==> config.mk <==
export PLATFORM = sky130hd
export DESIGN_NAME = mesh_router
export DESIGN_NICKNAME = d
export VERILOG_FILES = /design/src/noc_pkg.sv /design/src/mesh_router.sv /design/src/output_arbiter.sv /design/src/input_port.sv /design/src/route_compute.sv /design/src/node_config.sv
export SDC_FILE = /design/constraint.sdc
export NUM_CORES = 1
export LEC_CHECK = 0
export BUFFER_PORTS_ARGS = -buffer_cell sky130_fd_sc_hd__buf_2
export CORE_ASPECT_RATIO = 0.8
export CORE_UTILIZATION = 44
export DETAILED_ROUTE_END_ITERATION = 6
export PLACE_DENSITY_LB_ADDON = 0.15
export SLEW_MARGIN = 20
export SYNTH_ARGS = -nofsm -noshare
export SYNTH_HDL_FRONTEND = slang
export SYNTH_HIERARCHICAL = 1
export SYNTH_SLANG_ARGS = --single-unit
==> constraint.sdc <==
create_clock -name clk -period 4.8 [get_ports clk]
set_clock_uncertainty 0.05 [all_clocks]
set_input_delay 0.48 -clock clk [delete_from_list [all_inputs] [get_ports clk]]
set_output_delay 0.48 -clock clk [all_outputs]
set_load 0.05 [all_outputs]
==> src/noc_pkg.sv <==
`default_nettype none

package noc_pkg;

   ////////////////////
   // mesh geometry
   ////////////////////

   // one coordinate of the 4x4 mesh
   localparam int coord_w = 2;

   // local plus four neighbors
   localparam int num_ports = 5;

   // single-flit packets
   localparam int flit_w = 8;

   ////////////////////
   // flit layout
   ////////////////////

   // dest x in bits 3:2
   localparam int dest_x_lsb = 2;

   // dest y in bits 1:0
   localparam int dest_y_lsb = 0;

   // upper nibble is payload, carried untouched

   ////////////////////
   // enums
   ////////////////////

   // port index, also the bit position in a one-hot select
   typedef enum logic [2:0] {
      port_local = 3'd0,
      port_east  = 3'd1,
      port_west  = 3'd2,
      port_south = 3'd3,
      port_north = 3'd4
   } port_e;

   // four-phase link states
   // the receiver only walks idle and wait_release
   typedef enum logic [1:0] {
      link_idle         = 2'd0,
      link_wait_ack     = 2'd1,
      link_wait_release = 2'd2
   } link_state_e;

endpackage

`default_nettype wire
==> src/mesh_router.sv <==
`timescale 1ns/1ps
`default_nettype none

module mesh_router (
   input  logic                                               clk,
   input  logic                                               rst_n,
   input  logic                                               cfg_req,
   input  logic [2*noc_pkg::coord_w-1:0]                       cfg_addr,
   output logic                                               cfg_ack,
   input  logic [noc_pkg::num_ports-1:0]                      in_req,
   input  logic [noc_pkg::num_ports-1:0][noc_pkg::flit_w-1:0] in_flit,
   output logic [noc_pkg::num_ports-1:0]                      in_ack,
   output logic [noc_pkg::num_ports-1:0]                      out_req,
   output logic [noc_pkg::num_ports-1:0][noc_pkg::flit_w-1:0] out_flit,
   input  logic [noc_pkg::num_ports-1:0]                      out_ack
);
   import noc_pkg::*;

   // node address to every route compute
   logic [coord_w-1:0] node_x;
   logic [coord_w-1:0] node_y;

   // route_req indexed [input][output]
   logic [num_ports-1:0][num_ports-1:0] route_req;
   // req_vec indexed [output][input]
   logic [num_ports-1:0][num_ports-1:0] req_vec;
   // grant indexed [output][input]
   logic [num_ports-1:0][num_ports-1:0] grant;
   // grant_t indexed [input][output]
   logic [num_ports-1:0][num_ports-1:0] grant_t;

   logic [num_ports-1:0]              pop;
   logic [num_ports-1:0][flit_w-1:0]  held_flit;

   node_config u_cfg (
      .clk      (clk),
      .rst_n    (rst_n),
      .cfg_req  (cfg_req),
      .cfg_addr (cfg_addr),
      .cfg_ack  (cfg_ack),
      .node_x   (node_x),
      .node_y   (node_y)
   );

   ////////////////////
   // crossbar wiring
   ////////////////////

   // transpose both matrices
   for (genvar i = 0; i < num_ports; i++) begin : g_xpose_i
      for (genvar o = 0; o < num_ports; o++) begin : g_xpose_o
         assign req_vec[o][i] = route_req[i][o];
         assign grant_t[i][o] = grant[o][i];
      end
      // any arbiter taking this input frees it
      assign pop[i] = |grant_t[i];
   end

   for (genvar i = 0; i < num_ports; i++) begin : g_in
      input_port u_in (
         .clk       (clk),
         .rst_n     (rst_n),
         .in_req    (in_req[i]),
         .in_flit   (in_flit[i]),
         .in_ack    (in_ack[i]),
         .node_x    (node_x),
         .node_y    (node_y),
         .route_req (route_req[i]),
         .held_flit (held_flit[i]),
         .pop       (pop[i])
      );
   end

   // every arbiter sees every held flit
   for (genvar o = 0; o < num_ports; o++) begin : g_out
      output_arbiter u_arb (
         .clk      (clk),
         .rst_n    (rst_n),
         .req_vec  (req_vec[o]),
         .flit_vec (held_flit),
         .grant    (grant[o]),
         .out_req  (out_req[o]),
         .out_flit (out_flit[o]),
         .out_ack  (out_ack[o])
      );
   end

endmodule

`default_nettype wire

==> src/output_arbiter.sv <==
`timescale 1ns/1ps
`default_nettype none

module output_arbiter (
   input  logic                                           clk,
   input  logic                                           rst_n,
   input  logic [noc_pkg::num_ports-1:0]                  req_vec,
   input  logic [noc_pkg::num_ports-1:0][noc_pkg::flit_w-1:0] flit_vec,
   output logic [noc_pkg::num_ports-1:0]                  grant,
   output logic                                           out_req,
   output logic [noc_pkg::flit_w-1:0]                     out_flit,
   input  logic                                           out_ack
);
   import noc_pkg::*;

   // sender handshake state
   link_state_e tx_state;

   // last input served
   port_e last_win;

   // this cycle's pick
   port_e win_idx;

   // some input is asking
   logic hit;

   // arbitration happens only while the link is idle
   logic grant_now;

   ////////////////////
   // round robin
   ////////////////////

   // scan starts one past the last winner, wraps at num_ports
   always_comb begin
      int idx;
      hit     = 1'b0;
      win_idx = last_win;
      for (int k = 1; k <= num_ports; k++) begin
         idx = int'(last_win) + k;
         if (idx >= num_ports) idx = idx - num_ports;
         if (!hit && req_vec[idx]) begin
            hit     = 1'b1;
            win_idx = port_e'(idx);
         end
      end
   end

   assign grant_now = (tx_state == link_idle) && hit;

   // single-cycle one-hot grant, doubles as the input's pop
   always_comb begin
      grant = '0;
      if (grant_now) grant[win_idx] = 1'b1;
   end

   ////////////////////
   // four-phase sender
   ////////////////////

   assign out_req = (tx_state == link_wait_ack);

   always_ff @(posedge clk) begin
      if (!rst_n) begin
         tx_state <= link_idle;
         // first search begins at local
         last_win <= port_north;
      end else begin
         case (tx_state)
            link_idle: begin
               if (grant_now) begin
                  tx_state <= link_wait_ack;
                  last_win <= win_idx;
               end
            end
            // hold req for as long as the far side needs
            link_wait_ack: begin
               if (out_ack) tx_state <= link_wait_release;
            end
            // no new grant until ack is back low
            link_wait_release: begin
               if (!out_ack) tx_state <= link_idle;
            end
            default: tx_state <= link_idle;
         endcase
      end
   end

   // own copy so the input buffer frees at grant
   always_ff @(posedge clk) begin
      if (grant_now) out_flit <= flit_vec[win_idx];
   end

endmodule

`default_nettype wire

==> src/input_port.sv <==
`timescale 1ns/1ps
`default_nettype none

module input_port (
   input  logic                         clk,
   input  logic                         rst_n,
   input  logic                         in_req,
   input  logic [noc_pkg::flit_w-1:0]   in_flit,
   output logic                         in_ack,
   input  logic [noc_pkg::coord_w-1:0]  node_x,
   input  logic [noc_pkg::coord_w-1:0]  node_y,
   output logic [noc_pkg::num_ports-1:0] route_req,
   output logic [noc_pkg::flit_w-1:0]   held_flit,
   input  logic                         pop
);
   import noc_pkg::*;

   // receiver handshake state
   link_state_e rx_state;

   // one-flit buffer occupied
   logic full;

   // accept this cycle
   logic take;

   // route of the held flit
   logic [num_ports-1:0] port_sel;

   ////////////////////
   // four-phase receiver
   ////////////////////

   // only from idle, and only into an empty buffer
   assign take = (rx_state == link_idle) && in_req && !full;

   // ack is high for the whole wait_release phase
   assign in_ack = (rx_state == link_wait_release);

   always_ff @(posedge clk) begin
      if (!rst_n) begin
         rx_state <= link_idle;
      end else begin
         case (rx_state)
            link_idle: begin
               if (take) rx_state <= link_wait_release;
            end
            link_wait_release: begin
               // sender let go
               if (!in_req) rx_state <= link_idle;
            end
            default: rx_state <= link_idle;
         endcase
      end
   end

   ////////////////////
   // flit buffer
   ////////////////////

   // capture on accept
   always_ff @(posedge clk) begin
      if (take) held_flit <= in_flit;
   end

   // set on accept, cleared on the grant cycle
   always_ff @(posedge clk) begin
      if (!rst_n) begin
         full <= 1'b0;
      end else if (take) begin
         full <= 1'b1;
      end else if (pop) begin
         full <= 1'b0;
      end
   end

   // destination fields straight off the buffer
   route_compute u_route (
      .dest_x   (held_flit[dest_x_lsb +: coord_w]),
      .dest_y   (held_flit[dest_y_lsb +: coord_w]),
      .node_x   (node_x),
      .node_y   (node_y),
      .port_sel (port_sel)
   );

   // request only while something is held
   assign route_req = full ? port_sel : '0;

endmodule

`default_nettype wire

==> src/route_compute.sv <==
`timescale 1ns/1ps
`default_nettype none

module route_compute (
   input  logic [noc_pkg::coord_w-1:0]   dest_x,
   input  logic [noc_pkg::coord_w-1:0]   dest_y,
   input  logic [noc_pkg::coord_w-1:0]   node_x,
   input  logic [noc_pkg::coord_w-1:0]   node_y,
   output logic [noc_pkg::num_ports-1:0] port_sel
);
   import noc_pkg::*;

   // chosen direction
   port_e dir;

   ////////////////////
   // xy decision
   ////////////////////

   // x first, then y
   // unsigned compare on 2-bit coords
   always_comb begin
      if (dest_x > node_x) begin
         dir = port_east;
      end else if (dest_x < node_x) begin
         dir = port_west;
      end else if (dest_y > node_y) begin
         // y grows southward
         dir = port_south;
      end else if (dest_y < node_y) begin
         dir = port_north;
      end else begin
         // arrived
         dir = port_local;
      end
   end

   ////////////////////
   // one-hot encode
   ////////////////////

   // exactly one bit, indexed by port enum
   always_comb begin
      port_sel      = '0;
      port_sel[dir] = 1'b1;
   end

endmodule

`default_nettype wire

==> src/node_config.sv <==
`timescale 1ns/1ps
`default_nettype none

module node_config (
   input  logic                         clk,
   input  logic                         rst_n,
   input  logic                         cfg_req,
   input  logic [2*noc_pkg::coord_w-1:0] cfg_addr,
   output logic                         cfg_ack,
   output logic [noc_pkg::coord_w-1:0]  node_x,
   output logic [noc_pkg::coord_w-1:0]  node_y
);
   import noc_pkg::*;

   // new write seen, slave not yet acked
   logic wr_take;

   // release seen, ack still up
   logic wr_done;

   assign wr_take = cfg_req && !cfg_ack;
   assign wr_done = !cfg_req && cfg_ack;

   ////////////////////
   // address register
   ////////////////////

   // cfg_addr packs x high, y low, same as a flit destination
   always_ff @(posedge clk) begin
      if (!rst_n) begin
         // node 0,0 out of reset
         node_x <= '0;
         node_y <= '0;
      end else if (wr_take) begin
         node_x <= cfg_addr[coord_w +: coord_w];
         node_y <= cfg_addr[0 +: coord_w];
      end
   end

   ////////////////////
   // four-phase slave
   ////////////////////

   // ack rises on the write edge
   // drops one edge after req is seen low
   always_ff @(posedge clk) begin
      if (!rst_n) begin
         cfg_ack <= 1'b0;
      end else if (wr_take) begin
         cfg_ack <= 1'b1;
      end else if (wr_done) begin
         cfg_ack <= 1'b0;
      end
   end

endmodule

`default_nettype wire

# Yosys cells after proc, flatten, opt, wreduce, memory -nomap -nowiden
# Index checks and enable logic that the tools add are counted.
# Widths: inputs -> output; s select.
[word_totals]
register_bits = 125
wordCells = 580
[op_classes]
mux = 257
n_addsub = 50
reduce_logical = 110
eq_ne = 40
n_lt_le_gt_ge = 90
[op_table]
columns = ["op", "n"]
rows = [
  ["$ge 32x4->1 const B", 25],
  ["$lt 32x5->1 const B", 25],
  ["$mux 32", 25],
  ["$sub 32x4->32 const B", 25],
  ["$mux 3", 45],
  ["$bmux 8 s3", 5],
  ["$mux 1", 97],
  ["$bmux 1 s3", 25],
  ["$mux 2", 25],
  ["$mux 5", 10],
  ["$logic_and 1x1->1", 47],
  ["$add 3x2->4 const B", 10],
  ["$add 3x3->4 const B", 10],
  ["$lt 3x4->1 const B", 10],
  ["$mux 8", 5],
  ["$demux 1 s3", 10],
  ["$ge 3x1->1 const B", 10],
  ["$ne 2x2->1 const B", 15],
  ["$pmux 2 s3", 5],
  ["$logic_not 1->1", 27],
  ["$reduce_or 5->1", 5],
  ["$add 3x1->4 const B", 5],
  ["$eq 2x2->1 const B", 10],
  ["$gt 2x2->1", 10],
  ["8 further kinds", 61],
]

# Logic depth before layout (Yosys ltp)
[depth]
depth_word = 34
ltp_mapped = 22

# By module
# Netlist, hierarchy kept.
[by_module_without_submodules]
columns = ["mod", "n_inst", "cells_per_inst", "area_per_inst_um2"]
rows = [
  ["output_arbiter at g_out[1].u_arb ...", 3, 284, 2319.7],
  ["output_arbiter at g_out[4].u_arb", 1, 260, 2215.9],
  ["output_arbiter at g_out[0].u_arb", 1, 254, 2177.1],
  ["input_port", 5, 21, 359.1],
  ["route_compute", 5, 20, 178.9],
  ["node_config", 1, 18, 209.0],
  ["mesh_router", 1, 15, 62.6],
]

# Least setup slack after synthesis
# Ideal clock, no wire load.
[synth_path]
kind = "flip-flop to flip-flop"
from = "register g_out[0].u_arb.last_win[0]"
to = "register g_out[0].u_arb/out_flit[3] (netlist bit) (data pin)"
slack_ps = 197
n_path_buf = 6
t_arrival_ps = 4300
path_stages_with_launch = 19
setup_time_ps = 254
period_less_slack_ps = 4603
required_ps = 4496
path_cell_list = "dfxtp_1 > buf_2 > buf_2 > clkinv_1 > ha_1 > buf_2 > or2_2 > o32a_1 > o41a_1 > nor3_4 > or4b_1 > buf_2 > o32a_1 > o31ai_1 > buf_6 > buf_12 > mux2i_1 > o22ai_1 > a21o_1"
[synth_between]
elab_chain_len = 21
[synth_lines]
columns = ["item", "line", "text"]
rows = [
  ["start: declaration", "output_arbiter.sv:20", "port_e last_win;"],
  ["start signal: assignment", "output_arbiter.sv:68", "last_win <= port_north;"],
  ["start signal: assignment", "output_arbiter.sv:74", "last_win <= win_idx;"],
  ["$add 3x1->4", "output_arbiter.sv:41", "idx = int'(last_win) + k;"],
  ["$sub 32x4->32 / $ge 32x4->1 (equally long branches)", "output_arbiter.sv:42", "if (idx >= num_ports) idx = idx - num_ports;"],
  ["$mux 32", "output_arbiter.sv:42", ""],
  ["$bmux 1 s3", "output_arbiter.sv:43", "if (!hit && req_vec[idx]) begin"],
  ["$mux 1 (implied by the code) (2 in series)", "output_arbiter.sv:43", ""],
  ["$mux 1", "output_arbiter.sv:43", ""],
  ["$logic_not 1->1", "output_arbiter.sv:43", ""],
  ["$logic_and 1x1->1", "output_arbiter.sv:43", ""],
  ["[... 4 more ...]", "n/a", ""],
  ["$logic_not 1->1", "output_arbiter.sv:43", ""],
  ["$logic_and 1x1->1", "output_arbiter.sv:43", ""],
  ["$mux 1", "output_arbiter.sv:43", ""],
  ["$logic_not 1->1", "output_arbiter.sv:43", ""],
  ["$logic_and 1x1->1", "output_arbiter.sv:43", ""],
  ["$mux 3 (*)", "output_arbiter.sv:43", ""],
  ["$bmux 8 s3 (*)", "output_arbiter.sv:92", "if (grant_now) out_flit <= flit_vec[win_idx];"],
  ["$mux 8 (implied by the code) (*)", "output_arbiter.sv:92", ""],
  ["end signal: assignment", "output_arbiter.sv:92", ""],
  ["end: declaration", "output_arbiter.sv:11", "output logic [noc_pkg::flit_w-1:0] out_flit,"],
]
# Every way passes the cells marked *; elsewhere a longest branch is shown, timed or not. The select of a mux whose other input is x is not followed.
# A chain may end at the register's enable or synchronous reset.

==> flow_summary.yaml <==
cts:
  cts.clk_slew.worst_paths_ns: 0.06
  cts_made_buffers: 17
  cts-hold-fix-buffers: 0
  cts_root_buffer: "clkbuf_16"
  htree_levels: 4
  worstSkewPairLatency_ns: 0.44
  cts_buffer_depth: 2
  clock-sinks: 120
  cts_tree: "done"
sta:
  finalMaxSlewViolations: 0
  hold_viol: 0
  tns_ns: 0
  tightest_slew_ns: 1.15
  setup_violations: 0
  period_minus_slack_ns: 4.63
  fmax_mhz: 216
  period_share: 0.966
  maxSlewHeadroom: 0.232
  grt_setup_unrepaired: "no"
setup_path:
  crit_path_max_fanout: 18
  critPathRequiredTime_ns: 5.09
  worstReg2RegEnd: "g_in[0].u_in/full$_SDFFE_PN0P_"
  arrival_ns: 4.92
  reg2reg_depth: 18
  r2r-start: "u_cfg/node_x[1]$_SDFFE_PN0P_"
  startpoint_type: "flip-flop"
  crit_buf_inv: 2
  slowest_stage: "or4_4"
  critPathTopFamily: "simple AND/OR/NAND/NOR gates"
  r2r_setup_slack_ns: 0.17
  end_kind: "flip-flop"
  cp_cell_sequence: "inv_1 > ha_1 > nor2b_1 > o21a_1 > and2_2 > mux4_2 > a32oi_2 > nand2_1 > or4b_1 > or4_4 > a21oi_4 > buf_12 > nand2_2 > nor3_2 > nor3_1 > nand2_1 > nor2b_2 > o21a_1"
  critPathKind: "reg -> reg"
  cp_slowest_stage_delay_ns: 0.58
flow_run:
  drv_cap: 0
synth:
  synth_area_um2: 14300
  yosysWarnings: 6
  synth_cell_type_count: 112
  synth_commonest_cells: "95 x inv_1, 87 x nor2_1, 86 x nand2_1"
  ys_top_cells_by_area: "edfxtp_1 17%, ha_1 6.6%, dfxtp_1 5.6%, mux2i_1 4.8%, o211ai_1 2.6%"
  synth_nets: 1736
  async_flop_share: 0
  synth_most_common_cell: "inv_1"
  avgSynthCellArea_um2: 8.92
  syn_inst: 1604
  synth.largest_area_cell: "edfxtp_1"
  synth.ff_latch_count: 120
  synth_top_area_frac: 0.168
  synth_enable_flop_cells: 80
  seq_area_frac_synth: 0.224
  synth_ff_type: "edfxtp_1"
floorplan:
  rows: 58
  coreArea_um2: 31700
  die_h_um: 163
  ioPinCount: 108
  die_w_um: 204
  initial_core_util: 0.451
  die_area_um2: 33300
finish:
  area_delta_synth_final_pct: 14.8
  final_nets: 1881
  drive_gt1_frac: 0.245
  layoutNonFillerInstCount: 2183
worst_hold_path:
  min-delay-start: "in_flit[33]"
  hold_class: "in -> reg"
  whs_endpoint: "g_in[4].u_in/held_flit[1]$_DFFE_PP_"
  hold_path_depth: 1
route:
  vias: 14000
  drc_errors: 0
  wl_per_cell_um: 22.5
  viasPerCell: 6.40
  drtPass1Iterations: 5
  dr.first_iter.drc_count: 1364
  wl_mm: 49.1
  ant_nets: 0
grt:
  grt_pass1_vias: 12700
  grt_start_max_net_pins: 41
  grt_overflow: 0
  antenna_found_initial: 0
  grt_pass1_wl_mm: 74.7
  grt_usage: 0.292
placement:
  dp.cells: 2147
  hpwl_mm: 37.8
  numPortBuffers: 107
  place_congestion: 1.01
status:
  status: "completed"
## cell usage in the layout (no fill, tap or decap), types with 29 or more instances in the layout
master	count
inv_1	95
buf_4	114
o211ai_1	50
o21ai_0	48
edfxtp_1	80
mux2i_1	68
a21oi_1	59
mux2_2	29
o2111ai_1	29
o2bb2ai_1	29
nand2b_1	55
dfxtp_1	39
nand2_1	86
a211oi_1	43
ha_1	75
nor2_1	87
nor2b_1	35
buf_2	107
## routing by layer
layer / global-route usage / wire (um) / vias to the layer above
li1: - / - / 6582
met1: 0.444 / 23800 / 6696
met2: 0.418 / 20500 / 601
met3: 0.0437 / 3650 / 85
met4: 0.0889 / 1100 / 0
met5: 0 / 0 / -
## how the worst max path moves through the flow
| stage | to | start | slack (ns) | cells after the start |
|---|---|---|---|---|
| after global placement | g_out[0].u_arb/out_flit[6]$_DFFE_PP_ | u_cfg/node_x[1]$_SDFFE_PN0P_ | 0.08 | 14 |
| final | g_in[0].u_in/full$_SDFFE_PN0P_ | u_cfg/node_x[1]$_SDFFE_PN0P_ | 0.17 | 18 |
| after floorplan | g_out[0].u_arb/out_flit[3]$_DFFE_PP_ | g_out[0].u_arb/last_win[0]$_SDFFE_PN0P_ | 0.20 | 18 |
| after CTS | g_in[0].u_in/full$_SDFFE_PN0P_ | u_cfg/node_x[1]$_SDFFE_PN0P_ | 0.06 | 18 |
| after global routing | g_out[3].u_arb/out_flit[0]$_DFFE_PP_ | u_cfg/node_y[1]$_SDFFE_PN0P_ | 0.03 | 14 |
| after detailed placement | g_in[3].u_in/full$_SDFFE_PN0P_ | u_cfg/node_x[1]$_SDFFE_PN0P_ | -0.01 | 18 |
## worst reg2reg max path: stages, from the launching register on
cell and delay [ns]:
dfxtp_2 0.41, inv_1 0.07, ha_1 0.32, nor2b_1 0.15, o21a_1 0.18, and2_2 0.26
mux4_2 0.49, a32oi_2 0.25, nand2_1 0.15, or4b_1 0.53, or4_4 0.58, a21oi_4 0.18
buf_12 0.19, nand2_2 0.08, nor3_2 0.21, nor3_1 0.11, nand2_1 0.13, nor2b_2 0.05
o21a_1 0.15
## cell families (layout without fill, tap and decap cells)
logic type      count (synthesis)  after routing  synth area share
compound gates                544            544             0.311
xor+xnor                       33             33            0.0220
fa+ha+maj                      75             75            0.0656
buf+inv                       196            354            0.0649
flops                         120            120             0.224
mux                           111            111            0.0882
other cells                     0              1                 0
simple gates                  525            525             0.225
## through the flow
step | area [um2] | util | setup WS (ns) | hold WS, ns
2_1_floorplan | 14300 | - | 0.197 | 0.428
3_3_place_gp | 15700 | 0.496 | 0.0795 | 0.407
3_5_place_dp | 15700 | 0.496 | -0.0114 | 0.419
4_1_cts | 16300 | 0.515 | 0.0608 | 0.142
5_1_grt | 16400 | 0.518 | 0.0288 | 0.147
6_report | 16400 | 0.518 | 0.165 | 0.157
## repair_timing
action                                  4_1_cts  5_1_grt
gates resized for setup                       1       10
endpoints found under the setup margin        1       35
buffers inserted                              0        3
pin swaps                                     0        3
## state kept, by name, summed over array words and instances, names as in the netlist
name / count
g_in.u_in/held_flit: 40
u_cfg/node_x: 2
u_cfg/node_y: 2
g_in.u_in/full: 5
g_out.u_arb/last_win: 15
g_out.u_arb/out_flit: 40
g_in.u_in/rx_state: 5
g_out.u_arb/tx_state: 10
u_cfg/cfg_ack: 1
## layout make-up
class / instances / area (um2)
fillers: 2982 / 15300
multi-input cells: 1288 / 10300
flip-flops and latches: 120 / 3200
repair buffers: 226 / 1490
well taps: 420 / 526
clock buffers: 19 / 443
inverters: 96 / 360
clock inverters: 13 / 148
diodes: 1 / 2.50
Power is not shown: default switching activity piles up to over one toggle a cycle in this logic, so the estimate is an artifact.
